<file path="config.mk">
export PLATFORM = sky130hd
export DESIGN_NAME = huff_tree_ctrl
export DESIGN_NICKNAME = d
export VERILOG_FILES = /design/src/huff_pkg.sv /design/src/huff_tree_ctrl.sv
export SDC_FILE = /design/constraint.sdc
export NUM_CORES = 1
export LEC_CHECK = 0
export ABC_AREA = 1
export BUFFER_PORTS_ARGS = -buffer_cell sky130_fd_sc_hd__buf_2
export CORE_MARGIN = 4
export CORE_UTILIZATION = 33
export CTS_CLUSTER_DIAMETER = 100
export CTS_CLUSTER_SIZE = 24
export DETAILED_ROUTE_END_ITERATION = 10
export GPL_ROUTABILITY_DRIVEN = 0
export PLACE_DENSITY = 0.74
export SLEW_MARGIN = 20
export SYNTH_ARGS = -nofsm -noshare
export SYNTH_HDL_FRONTEND = slang
export SYNTH_SLANG_ARGS = --single-unit
</file>
<file path="constraint.sdc">
create_clock -name clk -period 4.15 [get_ports clk]
set_input_delay 1.0375 -clock clk [delete_from_list [all_inputs] [get_ports clk]]
set_output_delay 1.0375 -clock clk [all_outputs]
set_load 0.05 [all_outputs]
</file>
<file path="src/huff_pkg.sv">
`default_nettype none

package huff_pkg;

    // Table layout
    parameter int NUM_SYM     = 128;  // Symbol entries, also base of node entries
    parameter int TABLE_DEPTH = 256;

    typedef logic [31:0] weight_t;    // Count or merged node weight
    typedef logic [7:0]  tidx_t;      // Table index, bit 7 set for nodes
    typedef logic [6:0]  sym_t;       // Input symbol
    typedef logic [6:0]  node_num_t;  // Merged node number

    typedef enum logic [1:0] {
        PH_COUNT,  // Histogram of incoming symbols
        PH_SCAN,   // Waiting for the finder
        PH_MERGE,  // Merge write and node record
        PH_DONE    // Root reported, table cleared
    } build_phase_t;

endpackage

`default_nettype wire

</file>
<file path="src/huff_tree_ctrl.sv">
`timescale 1ns/1ns
`default_nettype none

module huff_tree_ctrl import huff_pkg::*; (
    input  logic    clk,
    input  logic    rst,
    input  logic    sym_valid,
    input  sym_t    sym,
    input  logic    build,
    output logic    inc_en,
    output sym_t    inc_sym,
    output logic    scan_start,
    input  logic    scan_done,
    input  logic    pair_valid,
    input  logic    single_valid,
    input  tidx_t   least1,
    input  tidx_t   least2,
    input  weight_t pair_sum,
    output logic    merge_en,
    output tidx_t   merge_index,
    output logic    clear_all,
    output logic    node_valid,
    output tidx_t   node_index,
    output tidx_t   left_index,
    output tidx_t   right_index,
    output weight_t node_weight,
    output logic    tree_done,
    output logic    root_valid,
    output tidx_t   root_index
);

    build_phase_t state;
    node_num_t    node_cnt;
    logic         scan_end;

    assign inc_en   = sym_valid && (state == PH_COUNT);  // Counting only between builds
    assign inc_sym  = sym;
    assign scan_end = (state == PH_SCAN) && scan_done;

    always_ff @(posedge clk, posedge rst) begin
        if (rst) begin
            state      <= PH_COUNT;
            node_cnt   <= '0;
            scan_start <= 1'b0;
            node_valid <= 1'b0;
            tree_done  <= 1'b0;
            root_valid <= 1'b0;
        end else begin
            scan_start <= 1'b0;
            node_valid <= 1'b0;
            tree_done  <= 1'b0;
            case (state)
                PH_COUNT: begin
                    if (build) begin
                        scan_start <= 1'b1;
                        state      <= PH_SCAN;
                    end
                end
                PH_SCAN: begin
                    if (scan_done && pair_valid) begin
                        node_valid <= 1'b1;
                        state      <= PH_MERGE;
                    end else if (scan_done) begin
                        tree_done  <= 1'b1;
                        root_valid <= single_valid;  // Empty table has no root
                        state      <= PH_DONE;
                    end
                end
                PH_MERGE: begin
                    node_cnt   <= node_cnt + node_num_t'(1);
                    scan_start <= 1'b1;
                    state      <= PH_SCAN;
                end
                default: begin
                    node_cnt <= '0;
                    state    <= PH_COUNT;
                end
            endcase
        end
    end

    // Node record and root, qualified by their strobes
    always_ff @(posedge clk) begin
        if (scan_end) begin
            node_index  <= tidx_t'(NUM_SYM + int'(node_cnt));
            left_index  <= least1;
            right_index <= least2;
            node_weight <= pair_sum;
            root_index  <= least1;
        end
    end

    assign merge_en    = node_valid;
    assign merge_index = node_index;
    assign clear_all   = (state == PH_DONE);  // Table ready for the next message

    // 128 symbols give at most 127 merges
    a_node_cnt_range: assert property (
        @(posedge clk) disable iff (rst)
        (scan_end && pair_valid) |-> (node_cnt != node_num_t'(127))
    );

endmodule

`default_nettype wire

</file>
==> summary.txt, run 1 <==
Cells and area
  – Synthesis-to-layout area growth: 33.0%
  – Layout cells sized above 1: 56.1%
  – Nets: 327
  – ANT cells: 0

Route
  – Routed vias: 1549
  – Antenna Violating Nets Remaining: 0
  – Iter 0 DRT Violations: 67
  – Via density: 4.24
  – Routed length per placed instance: 15.3 um
  – DRC: 0
  – DRT Pass-1 Iters: 4
  – Routed WL: 5570 um

STA
  – Fin worst setup slack: 1.55 ns
  – Clock Skews: 0.00682 ns
  – Fin crit period: 2.60 ns
  – RSZ-0062 raised after global routing: no
  – Crit share post-route: 62.7%
  – Fmax: 384 MHz
  – # setup viols final: 0
  – Rel. slew slack: 50.5%
  – Max Slew Vio Count: 0
  – Fin. Hold Viols: 0
  – Setup TNS: 0 ns
  – Worst slew pin tran: 0.740 ns

Floorplan
  – FP Rows: 30
  – IO Pins: 148
  – Core ar.: 6940 um2
  – Die Wd: 93.5 um
  – Starting Density: 34.8%
  – Die Ht: 93.5 um
  – Die Footprint: 8750 um2

CTS
  – Worst-path clk slew: 0.07 ns
  – Later-pin clock latency in the skew report: 0.33 ns
  – CTS sink count: 68
  – CTS Buf Count: 9
  – CTS tree: yes
  – Post-CTS setup buffers: 0
  – Clock Tree Buf Depth: 2
  – Clock Tree Root: clkbuf_8
  – Hold Buf Count CTS: 0
  – CTS H-tree lvls: 3
  – Post-CTS Resized: 0

Synthesis
  – Mapped Area: 2410 um2
  – Post-synthesis compound-gate area fraction: 1.40%
  – Adder-cell share of the synthesized area: 0.518%
  – Post-Synth XOR/XNOR Area: 0.725%
  – Yosys warns: 0
  – Post-synth top area share: 68.4%
  – Post-Synth Simple-Gate Area: 6.17%
  – Post-synth cell types: 18
  – Ranking of synthesized cells by area: edfxtp_1, dfrtp_1, buf_4
  – Synth Instances: 145
  – #FFs+latches synth: 68
  – Proportion of synthesized area in mux cells: 0%
  – Seq/Total Area, Yosys: 81.9%
  – Avg Inst Size Synth: 16.7 um2
  – Post-synth top area cell: edfxtp_1
  – Largest family of logic cells by synthesized area: buffers and inverters

Min path
  – Hold path cells: 0
  – Min-Delay Path Class: reg2reg

Flow run
  – Max Cap Viol: 0

Power
  – P_leak: 1.45 nW
  – Power per cell area: 712 nW/um2
  – Worst vdd ir: 0.175 mV

Setup path
  – Critical-path maximum fanout: 1
  – Worst r2r src: state[1]
  – Critical setup path kind: in2out
  – Critical Path Source: sym_valid
  – Setup crit end kind: primary output
  – FF-to-FF End: node_weight[15]
  – Crit start category: primary input
  – FF-to-FF path depth: 4
  – Crit path to: inc_en
  – Critical Path AT: 1.57 ns
  – CP required: 3.11 ns
  – Reg-to-reg slack, setup: 1.99 ns

Global routing
  – Total Routing Usage GR: 12.6%
  – Number of global-route vias before repair: 1558
  – Initial antenna violation count: 0
  – Global route overflow: 0
  – Largest net degree at the start of global routing: 30
  – First-pass GRT wire length: 8010 um

Placement
  – DP Wirelength: 4420 um
  – Setup slack at placement: 1.46 ns
  – Input/output buffers: 131

Run status
  – Status: finished, final reports clean
[cells by family (layout without fill, tap and decap cells)]
group | count (synthesis) | after routing
AO/OA/AOI/OAI | 6 | 6
XOR/XNOR | 2 | 2
adder cells (fa/ha/maj) | 1 | 1
buffers and inverters | 34 | 157
flip-flops | 68 | 68
other | 1 | 2
AND/OR/NAND/NOR | 33 | 33
[cells in the final DEF, fill, tap and decap left out, drive strengths merged, types with 2 or more instances in the layout]
cell      instances
o21ai             3
a21oi             2
conb              2
nand3             4
clkinvlp          2
dfrtp            13
inv              10
buf             132
clkinv            3
nand2            18
clkbuf            9
nor2              9
edfxtp           55
[through the flow]
step,power (mW),cells,cell area (um2),hold slack [ns],utilization (%)
finish,2.29,365,3210,0.485,46.3
global route,2.40,365,3210,0.500,46.3
CTS,2.32,365,3210,0.491,46.3
detailed placement,1.80,349,3020,0.474,43.5
global placement,1.79,349,3020,0.461,43.5
floorplan,1.65,146,2420,0.447,-
[registers in the layout, indices dropped and copies added (netlist names)]
signal       cells
node_cnt         7
state            2
tree_done        1
right_index      8
scan_start       1
merge_en         1
node_weight     32
root_index       8
root_valid       1
merge_index      7
[worst max-delay path, stage by stage]
cell and delay [ns]:
buf_2 0.07, nor3b_1 0.16, buf_2 0.29
[cell usage after synthesis, drive strengths merged]
cell / number
a31o: 1
xor2: 1
ha: 1
edfxtp: 55
nor3b: 1
dfrtp: 13
nand3: 4
conb: 1
buf: 25
nor2: 9
xnor2: 1
inv: 9
nor3: 1
a21oi: 2
o21ai: 3
nand2: 18
[cell type report]
class                      instances  area, um2
inverter                           9       33.8
clock inverter                     7       66.3
clock buffer                       9        124
tap                               96        120
multi-input combinational         44        228
timing repair buffer             132        663
sequential                        68       1980
fill                             635       3730
[metal layers]
metal | up-vias | wire, um | global-route usage, %
met4 | 0 | 131 | 9.03
met5 | - | 0 | 0
met1 | 734 | 1930 | 12.4
met3 | 15 | 644 | 4.51
met2 | 87 | 2870 | 21.9
li1 | 713 | - | -
[how the worst min path moves through the flow]
stage                      startpoint             end  slack (ns)
after floorplan           node_cnt[5]  merge_index[5]        0.45
after global placement    node_cnt[5]  merge_index[5]        0.46
after detailed placement  node_cnt[5]  merge_index[5]        0.47
after CTS                 node_cnt[5]  merge_index[5]        0.49
after global routing      node_cnt[5]  merge_index[5]        0.50
final                     node_cnt[5]  merge_index[5]        0.48
[power breakdown]
group	switching (mW)	total, mW	internal, mW
Clock	0.239	0.513	0.274
Sequential	0.0625	0.970	0.908
Combinational	0.664	0.804	0.140
Total	0.966	2.29	1.32
Note: power is estimated with default switching activity, not from simulation.
==> run 2: changes to the inputs <==
ABC_AREA = 0   (was 1)
clock period = 2.6 ns   (was 4.15 ns; I/O delays follow)
==> run 2 against run 1 <==
Compared with the run above:
- worst hold slack worse by 0.15 ns
- sequential cell count unchanged
- die area grew 0.42%
- sequential power increased by 61%
- via count down 5.3%
- first-iteration DRC count fell by 63%
- critical path type is now reg2out
- largest power group unchanged
- highest routed layer unchanged
==> summary.txt, run 2 <==
Power
  – Worst vdd ir: 0.345 mV
  – Psw: 1.51 mW
  – Seq pwr share: 41.7%
  – Sw Share: 40.3%
  – Combinational cell fraction of total power: 33.9%
  – P_leak: 1.43 nW
  – Power Internal: 2.23 mW
  – Tot Pwr: 3.74 mW
  – Power per cell area: 1160 nW/um2
  – Clk pwr share: 24.4%

CTS
  – Clock Tree Buf Depth: 2
  – Post-CTS setup buffers: 0
  – CTS H-tree lvls: 3
  – Hold Buf Count CTS: 0
  – CTS tree: yes
  – CTS Buf Count: 9
  – Worst-path clk slew: 0.07 ns
  – Post-CTS Resized: 0
  – Later-pin clock latency in the skew report: 0.32 ns
  – Clock Tree Root: clkbuf_8
  – CTS sink count: 68

Floorplan
  – Die Wd: 93.7 um
  – IO Pins: 148
  – Starting Density: 34.7%
  – Die Ht: 93.7 um
  – FP Rows: 30
  – Die Footprint: 8790 um2
  – Core ar.: 6980 um2

Cells and area
  – Most common cell after layout, fill and taps aside: buf_2
  – Nets: 314
  – Layout cells sized above 1: 59.4%
  – Largest reg by FF count: node_weight
  – Synthesis-to-layout area growth: 33.2%
  – ANT cells: 0
  – Most frequent cells in the layout: buf_2, edfxtp_1, dfrtp_1, clkbuf_8, o21ai_0
  – Fin cells: 352
  – Max reg flops: 32
  – Largest registers: node_weight x32, right_index x8, root_index x8

Route
  – Routed vias: 1467
  – Via density: 4.17
  – Iter 0 DRT Violations: 25
  – DRT Pass-1 Iters: 2
  – DRC: 0
  – Antenna Violating Nets Remaining: 0
  – Routed WL: 4940 um
  – Routed length per placed instance: 14.0 um

Setup path
  – Setup crit end kind: primary output
  – Crit start category: flop
  – Critical setup path kind: reg2out
  – FF-to-FF End: node_weight[0]
  – Critical-path maximum fanout: 12
  – CP required: 1.95 ns
  – Slowest CP cell: dfrtp_1
  – Family with the most delay on the worst path: flip-flops
  – Reg-to-reg slack, setup: 1.08 ns
  – Critical Path Source: state[1]
  – Crit path largest cell delay: 0.52 ns
  – Worst r2r src: state[1]
  – CP bufs+invs: 1
  – Worst path cell trace: and2_1 > buf_2
  – Critical Path AT: 1.39 ns
  – FF-to-FF path depth: 2

Synthesis
  – Post-synth top area share: 68.1%
  – Yosys warns: 0
  – Most numerous cell in the Yosys netlist: edfxtp_1
  – Seq/Total Area, Yosys: 81.5%
  – Post-synth cell types: 27
  – Synth Flop Type: edfxtp_1
  – EDFF count, synth: 55
  – Post-synth top cells: edfxtp_1, buf_4, dfrtp_1
  – Post-synth top area cell: edfxtp_1
  – Avg Inst Size Synth: 18.2 um2
  – Mapped Area: 2430 um2
  – Post-synth ARST share: 19.1%
  – Ranking of synthesized cells by area: edfxtp_1, dfrtp_1, buf_4
  – Synth Instances: 133
  – #FFs+latches synth: 68

STA
  – RSZ-0062 raised after global routing: no
  – Fin worst setup slack: 0.564 ns
  – Fmax: 491 MHz
  – Crit share post-route: 78.3%
  – Setup TNS: 0 ns
  – Fin crit period: 2.04 ns
  – Final hold slack: 0.333 ns
  – # setup viols final: 0
  – Max Slew Vio Count: 0
  – Fin. Hold Viols: 0
  – Clock Skews: 0.00618 ns

Placement
  – Input/output buffers: 131
  – DP Wirelength: 3880 um
  – Setup slack at placement: 0.793 ns
  – Placed Cells: 336

Global routing
  – Global route overflow: 0
  – Total Routing Usage GR: 11.0%
  – Number of global-route vias before repair: 1416
  – Initial antenna violation count: 0
  – Largest net degree at the start of global routing: 34
  – First-pass GRT wire length: 7130 um

Min path
  – Min-Delay Path Class: in2async

Run status
  – Status: finished, final reports clean

Flow run
  – Max Cap Viol: 0
run 2: metal layers:
layer | global-route usage, % | vias to the layer above | part of all wire (%)
met4 | 6.86 | 0 | 1.9
li1 | - | 692 | -
met1 | 11.9 | 686 | 37
met5 | 0 | - | 0
met2 | 18.9 | 82 | 51
met3 | 3.29 | 7 | 10
run 2: area by class of cell:
cell class | instances | area [um2]
inverter | 2 | 7.51
multi-input combinational | 37 | 240
clock inverter | 7 | 91.3
timing repair buffer | 133 | 671
tap | 96 | 120
fill | 650 | 3750
clock buffer | 9 | 124
sequential | 68 | 1980
run 2: worst max path at each step:
stage                     depth (start not counted)  slack (ns)         to
after floorplan                                   1        0.15     inc_en
after global placement                            3        0.78     inc_en
after detailed placement                          3        0.79     inc_en
after CTS                                         2        0.51  clear_all
after global routing                              2        0.43  clear_all
final                                             2        0.56  clear_all
run 2: kinds of logic after synthesis:
group | count (synthesis) | synth area share [%]
compound gates | 11 | 2.73
xor+xnor | 1 | 0.361
fa+ha+maj | 1 | 0.516
buf+inv | 29 | 8.82
flops | 68 | 81.5
mux | 2 | 1.03
other cells | 1 | 0.155
simple gates | 20 | 4.90
run 2: metrics by stage:
stage	cell area (um2)	util [%]
after floorplan	2430	-
after global placement	3020	43.2
after detailed placement	3020	43.2
after CTS	3230	46.3
after global routing	3230	46.3
final	3230	46.3
run 2: power groups by stage:
stage / sequential (mW) / clock (mW) / combinational, mW
final: 1.56 / 0.914 / 1.27
after global routing: 1.58 / 1.01 / 1.32
after CTS: 1.56 / 0.946 / 1.29
after detailed placement: 1.59 / 0 / 1.29
after global placement: 1.58 / 0 / 1.27
after floorplan: 2.15 / 0 / 0.504
