===== src/huff_pkg.sv =====
`default_nettype none

package huff_pkg;

    // Table layout
    parameter int NUM_SYM     = 128;  // Symbol entries, also base of node entries
    parameter int TABLE_DEPTH = 256;

    typedef logic [31:0] weight_t;    // Count or merged node weight
    typedef logic [7:0]  tidx_t;      // Table index, bit 7 set for nodes
    typedef logic [6:0]  sym_t;       // Input symbol
    typedef logic [6:0]  node_num_t;  // Merged node number

    typedef enum logic [1:0] {
        PH_COUNT,  // Histogram of incoming symbols
        PH_SCAN,   // Waiting for the finder
        PH_MERGE,  // Merge write and node record
        PH_DONE    // Root reported, table cleared
    } build_phase_t;

endpackage

`default_nettype wire


===== src/huff_least_finder.sv =====
`timescale 1ns/1ns
`default_nettype none

module huff_least_finder import huff_pkg::*; (
    input  logic    clk,
    input  logic    rst,
    input  logic    scan_start,
    output tidx_t   rd_index,
    input  weight_t rd_weight,
    output logic    scan_done,
    output logic    pair_valid,
    output logic    single_valid,
    output tidx_t   least1,
    output tidx_t   least2,
    output weight_t pair_sum
);

    logic    active;
    logic    last_read;
    weight_t val1;
    weight_t val2;
    weight_t val1_n;
    weight_t val2_n;
    tidx_t   least1_n;
    tidx_t   least2_n;

    assign last_read = active && (rd_index == tidx_t'(TABLE_DEPTH - 1));

    // Running two-least update, strict less-than keeps the lower index on ties
    always_comb begin
        val1_n   = val1;
        val2_n   = val2;
        least1_n = least1;
        least2_n = least2;
        if (active && rd_weight != '0) begin
            if (rd_weight < val1) begin
                val2_n   = val1;      // Old minimum slides down
                least2_n = least1;
                val1_n   = rd_weight;
                least1_n = rd_index;
            end else if (rd_weight < val2) begin
                val2_n   = rd_weight;
                least2_n = rd_index;
            end
        end
    end

    always_ff @(posedge clk, posedge rst) begin
        if (rst) begin
            active       <= 1'b0;
            rd_index     <= '0;
            scan_done    <= 1'b0;
            pair_valid   <= 1'b0;
            single_valid <= 1'b0;
        end else begin
            scan_done <= 1'b0;
            if (scan_start) begin
                active       <= 1'b1;
                rd_index     <= '0;
                pair_valid   <= 1'b0;
                single_valid <= 1'b0;
            end else if (active) begin
                rd_index <= rd_index + tidx_t'(1);
                if (last_read) begin
                    active       <= 1'b0;
                    scan_done    <= 1'b1;
                    pair_valid   <= (val2_n != '1);
                    single_valid <= (val1_n != '1) && (val2_n == '1);
                end
            end
        end
    end

    always_ff @(posedge clk) begin
        if (scan_start) begin
            val1 <= '1;  // Seed above any reachable weight
            val2 <= '1;
        end else begin
            val1   <= val1_n;
            val2   <= val2_n;
            least1 <= least1_n;
            least2 <= least2_n;
            if (last_read) begin
                pair_sum <= val1_n + val2_n;
            end
        end
    end

    a_pair_distinct: assert property (
        @(posedge clk) disable iff (rst)
        pair_valid |-> (least1 != least2)
    );

endmodule

`default_nettype wire


===== config.mk =====
export PLATFORM = sky130hd
export DESIGN_NAME = huff_least_finder
export DESIGN_NICKNAME = d
export VERILOG_FILES = /design/src/huff_pkg.sv /design/src/huff_least_finder.sv
export SDC_FILE = /design/constraint.sdc
export NUM_CORES = 1
export LEC_CHECK = 0
export BUFFER_PORTS_ARGS = -buffer_cell sky130_fd_sc_hd__buf_2
export CORE_MARGIN = 2
export CORE_UTILIZATION = 40
export DETAILED_ROUTE_END_ITERATION = 10
export HOLD_SLACK_MARGIN = 0.15
export PLACE_DENSITY = 0.69
export SLEW_MARGIN = 20
export SYNTH_ARGS = -nofsm -noshare
export SYNTH_HDL_FRONTEND = slang
export SYNTH_SLANG_ARGS = --single-unit

===== constraint.sdc =====
create_clock -name clk -period 4.9 [get_ports clk]
set_clock_uncertainty 0.1 [all_clocks]
set_input_delay 0.98 -clock clk [delete_from_list [all_inputs] [get_ports clk]]
set_output_delay 0.98 -clock clk [all_outputs]
set_load 0.02 [all_outputs]

==> results.toml, run 1 <==
[status]
outcome = "finished with violations"
violations = "setup timing"

[logic_synthesis]
synth_cell_type_count = 73
ys_top_cells_by_area = "edfxtp_1 (16%), dfxtp_1 (15%), ha_1 (13%)"
yosysSeqAreaShare = 0.345
netlist.top_cell.by_area = "edfxtp_1"
synth_top_area_frac = 0.165
yosys_register_bits = 124
yosysWarnings = 0
syn_area_sq_mm = 0.00876
synth_edf_count = 48
syn_inst = 989
syn_nets = 1114
synth_top_flop_cell = "dfxtp_1"
ys_async_sr_fraction = 0.0968
avgSynthCellArea_sq_um = 8.86

[global_route]
grt_start_max_net_pins = 55
antenna_found_initial = 0
gr-total-overflow = 0
grt_util_all_layers = 0.259
grt_pass1_wl_mm = 47.6
grt_pass1_vias = 9063

[min_path]
whs_path_depth = 2
min_from = "pair_valid"
hold_end = "pair_valid"
holdCritPathClass = "flip-flop to flip-flop"

[finish]
final_cell_mix = "buf_4 (261), inv_1 (120), buf_2 (87)"
mostFrequentLayoutCell = "buf_4"
diodes = 0
layout.nets = 1470
area_growth_pct = 49.7
drive_gt1_frac = 0.401

[worst_setup_path]
cp_slowest_cell = "a2111o_1"
critPathMaxStageDelay_ns = 0.43
regToRegSetupSlack_ns = -0.16
cp.arrival_ns = 5.35
worst-path-buf-inv = 4
crit_type = "input pin to flip-flop"
r2r-end = "pair_sum[28]"
crit_required_ns = 4.99
crit_fanout = 5
startpoint_type = "input pin"
critical-path-top-delay-family = "compound AO/OA/AOI/OAI gates"
worstReg2RegStart = "val1[15]"
path_cells = "buf_6, ha_4, a2111o_1, a311oi_4, a211oi_4, o211ai_1, o22a_1, o22ai_2, inv_2, ha_4, inv_2, fa_2, maj3_2, a2111o_1, a211o_1, a31oi_4, buf_12, a211oi_2, a211o_1"
end_kind = "flip-flop"
rr_worst_depth = 20

[timing]
setup_viol = 24
slew_viol_final = 0
grt_setup_unrepaired = "yes"
tns_ns = -4.00
setup_ws_ns = -0.355
period_share = 1.07
fmax_mhz = 190
relSlewSlack = 0.535
period_needed_ns = 5.26
worst_pin_slew_ns = 0.694
hold_viol = 0

[cts]
tritoncts = "yes"
insertion_delay_ns = 0.44
clock-sinks = 124
cts-hold-fix-buffers = 0
cts_root_buf = "clkbuf_16"
path_clk_slew_ns = 0.06
cts.htree.levels = 4
cts_max_path_buffers = 2
cts_buffers = 17

[floorplanning]
die_area_sq_mm = 0.0231
die_height_microns = 152
row_count = 54
io_pins = 94
fp.dieW_microns = 152
core_sq_mm = 0.0217
start_util = 0.404

[power_and_ir_drop]
powerDensity_mw_per_mm2 = 374
p_leak_nw = 6.37
ir_drop_v = 0.000220

[routing]
drtPass1Iterations = 5
routed_wirelength_mm = 31.0
wire_per_inst_microns = 18.9
dr_total_vias = 9043
drc = 0
ant_nets = 0
via_per_inst = 5.52
drt_iter0_markers = 708

[placement]
place.gp.congestion = 0.988
hpwl_mm = 22.3
port_buffers = 93
pre_cts_ws_ns = -0.662

[run]
drv_cap = 0
[power breakdown]
group | total, W | internal, W | leakage, nW | switching, W
Clock | 0.00129 | 0.000725 | 0.289 | 0.000564
Combinational | 0.00237 | 0.00120 | 4.94 | 0.00117
Sequential | 0.00124 | 0.00119 | 1.14 | 0.0000491
Total | 0.00490 | 0.00312 | 6.37 | 0.00178
[tightest hold or removal path, delay by kind of cell (launching register included)]
kind / cells / cell delay, ns
flip-flops: 1 / 0.34
AND/OR/NAND/NOR: 1 / 0.08
multiplexers: 1 / 0.07
[layer usage]
| layer | global-route usage | share of wire | vias to the layer above |
|---|---|---|---|
| met3 | 0.0471 | 0.069 | 101 |
| met2 | 0.429 | 0.47 | 365 |
| met5 | 0 | 0 | - |
| li1 | - | - | 4267 |
| met1 | 0.328 | 0.41 | 4310 |
| met4 | 0.124 | 0.045 | 0 |
[how the worst max path moves through the flow]
stage,to,slack [ns],startpoint,cells past startpoint
after floorplan,pair_sum[28],-0.39,rd_weight[1],18
after global placement,pair_sum[30],-0.59,rd_weight[31],25
after detailed placement,pair_sum[29],-0.66,rd_weight[21],21
after CTS,pair_sum[28],-0.09,rd_weight[14],19
after global routing,pair_sum[28],-0.50,rd_weight[1],19
final,pair_sum[28],-0.36,rd_weight[1],19
[stage by stage]
stage          cell area [sq um]   util  hold slack [ns]  cells  power [W]
2_1_floorplan               9060      -            0.383    989    0.00237
3_3_place_gp               11500  0.530            0.402   1564    0.00318
3_5_place_dp               11500  0.530            0.416   1564    0.00321
4_1_cts                    12500  0.576            0.431   1620    0.00461
5_1_grt                    13100  0.605            0.472   1638    0.00516
6_report                   13100  0.605            0.429   1638    0.00490
[synth_stat cells, types with 4 or more instances]
| master | n |
|---|---|
| inv_1 | 125 |
| ha_1 | 89 |
| dfxtp_1 | 64 |
| nand2b_1 | 63 |
| a21oi_1 | 54 |
| nand2_1 | 51 |
| nor2_1 | 51 |
| edfxtp_1 | 48 |
| clkbuf_1 | 36 |
| o21ai_0 | 36 |
| mux2i_1 | 34 |
| o22ai_1 | 30 |
| o22a_1 | 28 |
| a21o_1 | 23 |
| nor4_1 | 22 |
| nand4_1 | 21 |
| xnor2_1 | 21 |
| nor3_1 | 15 |
| xor2_1 | 14 |
| nand3_1 | 13 |
| dfrtp_1 | 12 |
| mux2_2 | 10 |
| nor2b_1 | 9 |
| or2_2 | 9 |
| a211oi_1 | 8 |
| o21a_1 | 7 |
| a211o_1 | 6 |
| or3_1 | 6 |
| and3_1 | 5 |
| and4_1 | 5 |
| o211ai_1 | 5 |
| o21bai_1 | 5 |
| a31oi_1 | 4 |
| and2_1 | 4 |
[sequential cells by signal, summed over array words and instances, names as in the netlist]
signal,cells
pair_valid,1
val1,32
val2,32
active,1
pair_sum,32
least2,8
scan_done,1
least1,8
single_valid,1
rd_index,8
[layout make-up]
class	count	area [sq um]
clock buffer	17	425
clock inverter	15	164
fill	1786	8570
inverter	125	469
multi-input combinational	698	5890
sequential	124	3020
tap	280	350
timing repair buffer	379	2790
[cell families (layout without fill, tap and decap cells)]
kind of cell | Yosys count | count (layout) | synth area share
DFF | 124 | 124 | 0.345
and+or+nand+nor | 283 | 283 | 0.172
muxes | 44 | 44 | 0.0517
buffers and inverters | 167 | 536 | 0.0720
xor gates and xnor gates | 35 | 35 | 0.0350
adders and majority gates | 93 | 93 | 0.133
AOI/OAI and AO/OA | 243 | 243 | 0.191
[timing repair]
item                                    4_1_cts  5_1_grt
resized for setup                            44       90
endpoints found under the setup margin       21       27
pin swaps                                    24       48
setup buffers                                25       21
endpoints found under the hold margin         0        0
cloned                                        0        2
Note: power is estimated with default switching activity, not from simulation.
==> inputs of run 2 (changes only) <==
--- a/config.mk
+++ b/config.mk
@@ -6,11 +6,10 @@
 export NUM_CORES = 1
 export LEC_CHECK = 0
 export BUFFER_PORTS_ARGS = -buffer_cell sky130_fd_sc_hd__buf_2
-export CORE_MARGIN = 2
 export CORE_UTILIZATION = 40
 export DETAILED_ROUTE_END_ITERATION = 10
 export HOLD_SLACK_MARGIN = 0.15
-export PLACE_DENSITY = 0.69
+export PLACE_DENSITY = 0.67
 export SLEW_MARGIN = 20
 export SYNTH_ARGS = -nofsm -noshare
 export SYNTH_HDL_FRONTEND = slang
==> constraint.sdc (replaced) <==
create_clock -name clk -period 6.15 [get_ports clk]
set_clock_uncertainty 0.1 [all_clocks]
set_input_delay 1.23 -clock clk [delete_from_list [all_inputs] [get_ports clk]]
set_output_delay 1.23 -clock clk [all_outputs]
set_load 0.02 [all_outputs]
==> run 2 against run 1 <==
  * The flow now finishes without violations
  * Worst setup slack better by 0.66 ns
  * First-iteration DRC count down 8.3%
  * Non-clock buffer count down 212
  * Flip-flop and latch count unchanged
  * Final cell count down 13%
  * Core utilization down 11 points
  * Critical path type unchanged
==> results.toml, run 2 (synthesized netlist as in run 1, its figures left out) <==
[timing]
worst_pin_slew_ns = 1.00
tns_ns = 0
setup_viol = 0
relSlewSlack = 0.332
fmax_mhz = 171
slew_viol_final = 0
setup_ws_ns = 0.309
period_needed_ns = 5.84
period_share = 0.950
hold_viol = 0
grt_setup_unrepaired = "no"

[routing]
via_per_inst = 5.59
wire_per_inst_microns = 18.7
routed_wirelength_mm = 26.6
ant_nets = 0
drt_iter0_markers = 649
dr_total_vias = 7948
drc = 0
drtPass1Iterations = 6

[cts]
cts.htree.levels = 4
insertion_delay_ns = 0.44
cts_root_buf = "clkbuf_16"
post_cts.repair.setup_buffers = 0
cts_resized = 0
clock-sinks = 124
cts_max_path_buffers = 2
cts-hold-fix-buffers = 0
path_clk_slew_ns = 0.06
tritoncts = "yes"
cts_buffers = 17

[global_route]
grt_util_all_layers = 0.244
gr-total-overflow = 0
grt_pass1_vias = 7751
grt_start_max_net_pins = 55
grt_pass1_wl_mm = 41.2
antenna_found_initial = 0

[worst_setup_path]
cp.arrival_ns = 5.99
rr_worst_depth = 21
crit_required_ns = 6.30
crit_type = "input pin to flip-flop"
startpoint_type = "input pin"
end_kind = "flip-flop"
critPathMaxStageDelay_ns = 0.54
crit_fanout = 17
cp_slowest_cell = "mux2i_1"
path_cells = "buf_2, ha_1, a211oi_1, o21ai_0, o2111ai_1, nand4_1, nor2_4, buf_4, mux2i_1, inv_1, ha_1, buf_4, and3_1, nand2_1, o21ai_0, a21o_1, a21o_1, a21oi_1, nand2_1, a211o_1, o311ai_1"

[power_and_ir_drop]
combPwrFrac = 0.393
p_leak_nw = 5.18
p_int_w = 0.00205
clockPowerShare = 0.307
seqPwrFrac = 0.300
swShare = 0.376
ir_drop_v = 0.000224
p_switching_w = 0.00124
powerDensity_mw_per_mm2 = 311

[floorplanning]
row_count = 53
fp.dieW_microns = 150
die_area_sq_mm = 0.0225
die_height_microns = 150
io_pins = 94
core_sq_mm = 0.0212
start_util = 0.413

[min_path]
holdCritPathClass = "flip-flop to flip-flop"
whs_path_depth = 2

[finish]
area_growth_pct = 20.9
mostFrequentLayoutCell = "inv_1"
diodes = 0
layout.nets = 1258
drive_gt1_frac = 0.200
final_cell_mix = "inv_1 (125), buf_2 (93), ha_1 (89)"
reg_top3 = "pair_sum (32), val1 (32), val2 (32)"

[placement]
port_buffers = 93
hpwl_mm = 20.7
place.gp.congestion = 0.944
pre_cts_ws_ns = -0.0100

[status]
outcome = "completed"

[run]
drv_cap = 0
## run 2: worst max-delay path: cells and delay by family
kind                     cells  cell delay, ns
AO/OA/AOI/OAI                9            1.60
adder cells (fa/ha/maj)      2            0.67
buffers and inverters        4            0.78
AND/OR/NAND/NOR              5            1.15
multiplexers                 1            0.54
## run 2: path summary, 6_finish.rpt
kind | end | startpoint | slack, ns
worst min register to register | val2[13] | val2[13] | 0.43
max in group asynchronous | scan_done | rst | 4.92
min in group asynchronous | rd_index[1] | rst | 0.70
worst max register to register | pair_sum[30] | val1[23] | 0.84
worst max-delay path | pair_sum[30] | rd_weight[23] | 0.31
worst min-delay path | val2[13] | val2[13] | 0.43
## run 2: routing by layer
layer | share of wire | track usage | routed length (microns)
met1 | 0.44 | 0.317 | 11800
met2 | 0.46 | 0.392 | 12100
met3 | 0.068 | 0.0509 | 1800
met4 | 0.032 | 0.0965 | 847
met5 | 0 | 0 | 0
## run 2: through the flow
| stage | cells | cell area [sq um] | power, W | util | hold slack, ns |
|---|---|---|---|---|---|
| after floorplan | 989 | 8760 | 0.00184 | - | 0.381 |
| after global placement | 1389 | 9990 | 0.00226 | 0.471 | 0.400 |
| after detailed placement | 1389 | 9990 | 0.00227 | 0.471 | 0.410 |
| after CTS | 1421 | 10600 | 0.00329 | 0.499 | 0.428 |
| after global routing | 1421 | 10600 | 0.00348 | 0.499 | 0.456 |
| final | 1421 | 10600 | 0.00329 | 0.499 | 0.426 |
## run 2: area by class of cell
class                   instances  area (sq um)
flip-flops and latches        124          3020
clock buffers                  17           425
well taps                     275           344
repair buffers                167          1020
clock inverters                15           174
fillers                      2024         10600
inverters                     125           469
multi-input cells             698          5140
## run 2: power by group through the flow
stage               logic (W)  registers [W]  clock network, W
finish                0.00129       0.000988           0.00101
global placement      0.00126        0.00100                 0
global route          0.00143       0.000993           0.00106
detailed placement    0.00127        0.00100                 0
CTS                   0.00128       0.000986           0.00102
floorplan            0.000826        0.00101                 0
==> inputs of run 3 (changes only) <==
--- a/config.mk
+++ b/config.mk
@@ -9,7 +9,7 @@
 export CORE_UTILIZATION = 40
 export DETAILED_ROUTE_END_ITERATION = 10
 export HOLD_SLACK_MARGIN = 0.15
-export PLACE_DENSITY = 0.67
+export PLACE_DENSITY = 0.55
 export SLEW_MARGIN = 20
 export SYNTH_ARGS = -nofsm -noshare
 export SYNTH_HDL_FRONTEND = slang
==> run 3 against run 2 <==
  * Worst setup slack gained 0.082 ns
  * Core utilization up 1.3 points
  * Worst hold slack got worse by 0.0046 ns
  * Count of clock-buffer cells in the layout stayed put
  * Final cell count is 2.5% higher
  * Routed wire length is 6.4% higher
  * Sequential power is essentially flat
  * Critical path type unchanged
  * Largest power group unchanged
  * Highest routed layer unchanged
==> results.toml, run 3 (synthesized netlist as in run 1, its figures left out) <==
[worst_setup_path]
worst-path-buf-inv = 3
cp_slowest_cell = "a2111o_1"
end_kind = "flip-flop"
worstReg2RegStart = "val1[14]"
crit_fanout = 8
rr_worst_depth = 24
r2r-end = "pair_sum[29]"
path_cells = "buf_2, ha_1, a211oi_1, o21ai_0, o2111ai_1, nand4_1, o2bb2ai_4, o22ai_1, inv_1, ha_1, inv_1, fa_1, maj3_2, a2111o_1, a211o_1, a31oi_4, a211oi_1, a211o_1"
critPathMaxStageDelay_ns = 0.44
cp.arrival_ns = 5.84
regToRegSetupSlack_ns = 0.89
critical-path-top-delay-family = "compound AO/OA/AOI/OAI gates"
startpoint_type = "input pin"
crit_required_ns = 6.23
crit_type = "input pin to flip-flop"

[cts]
cts-hold-fix-buffers = 0
cts.htree.levels = 4
path_clk_slew_ns = 0.06
insertion_delay_ns = 0.43
clock-sinks = 124
tritoncts = "yes"
cts_root_buf = "clkbuf_16"
cts_resized = 0
cts_buffers = 17
post_cts.repair.setup_buffers = 0
cts_max_path_buffers = 2

[timing]
setup_viol = 0
slew_viol_final = 0
fmax_mhz = 174
tns_ns = 0
period_share = 0.936
relSlewSlack = 0.321
hold_viol = 0
period_needed_ns = 5.76
setup_ws_ns = 0.391
worst_pin_slew_ns = 1.02
grt_setup_unrepaired = "no"

[floorplanning]
core_sq_mm = 0.0212
die_area_sq_mm = 0.0225
fp.dieW_microns = 150
start_util = 0.413
die_height_microns = 150
io_pins = 94
row_count = 53

[min_path]
min_from = "pair_valid"
hold_end = "pair_valid"
holdCritPathClass = "flip-flop to flip-flop"
whs_path_depth = 2

[routing]
drtPass1Iterations = 7
routed_wirelength_mm = 28.3
wire_per_inst_microns = 19.4
drt_iter0_markers = 624
drc = 0
ant_nets = 0
dr_total_vias = 8008
via_per_inst = 5.50

[power_and_ir_drop]
p_leak_nw = 5.35
powerDensity_mw_per_mm2 = 309
total_power_w = 0.00336
ir_drop_v = 0.000189

[finish]
final_cell_mix = "inv_1 (125), buf_4 (107), buf_2 (93)"
layout.nets = 1294
multiInputGateArea_sq_mm = 0.00514
finish.instance_area_sq_mm = 0.0109
seqCellArea_sq_mm = 0.00302
fillers = 2053
mostFrequentLayoutCell = "inv_1"
stdcell_count = 1457
reg_top3 = "pair_sum (32), val1 (32), val2 (32)"
drive_gt1_frac = 0.224
diodes = 0
area_growth_pct = 24.1

[global_route]
gr-total-overflow = 0
grt_start_max_net_pins = 63
grt_util_all_layers = 0.260
grt_pass1_wl_mm = 43.6
antenna_found_initial = 0
grt_pass1_vias = 7615

[placement]
hpwl_mm = 22.3
pre_cts_ws_ns = 0.0799
port_buffers = 93
place.gp.congestion = 0.938
place_inst = 1425
placed_cell_area_sq_mm = 0.0103

[run]
drv_cap = 0

[status]
outcome = "completed"
-- run 3: changes by cell type in the layout (fill, tap and decap cells not counted), sizes merged --
cell,change
buf,+36
clkinv,-6
clkinvlp,+3
inv,+3
-- run 3: layout make-up --
cell class	count	area share
inverters	125	0.0432
repair buffers	203	0.122
clock inverters	15	0.0129
flip-flops and latches	124	0.278
well taps	275	0.0317
multi-input cells	698	0.473
clock buffers	17	0.0391
-- run 3: worst max path at each step --
stage,startpoint,endpoint,cells after the start
floorplan,rd_weight[1],pair_sum[28],18
global placement,rd_weight[23],pair_sum[29],18
detailed placement,rd_weight[23],pair_sum[28],18
CTS,rd_weight[23],pair_sum[28],18
global route,rd_weight[14],pair_sum[29],24
finish,rd_weight[23],pair_sum[28],18
-- run 3: metal layers --
metal	track usage	vias to the layer above	wire (microns)
met4	0.0843	0	659
li1	-	3914	-
met3	0.0534	41	1890
met5	0	-	0
met2	0.411	262	12700
met1	0.353	3791	13000
-- run 3: report_power, final --
group | switching [W] | total [W] | internal, W
combinational | 0.000764 | 0.00138 | 0.000618
clock | 0.000451 | 0.000989 | 0.000537
sequential | 0.0000390 | 0.000990 | 0.000951
total | 0.00125 | 0.00336 | 0.00211
-- run 3: per-stage QoR --
stage          hold WS, ns  utilization
2_1_floorplan        0.381            -
3_5_place_dp         0.412        0.485
4_1_cts              0.429        0.512
5_1_grt              0.472        0.512
6_report             0.421        0.512
3_3_place_gp         0.402        0.485
-- run 3: worst register-to-register path, delay by kind of cell (launching register included) --
kind / cells / cell delay (ns)
simple gates: 6 / 0.80
compound gates: 13 / 2.68
buf+inv: 3 / 0.38
flops: 1 / 0.42
fa+ha+maj: 2 / 0.63
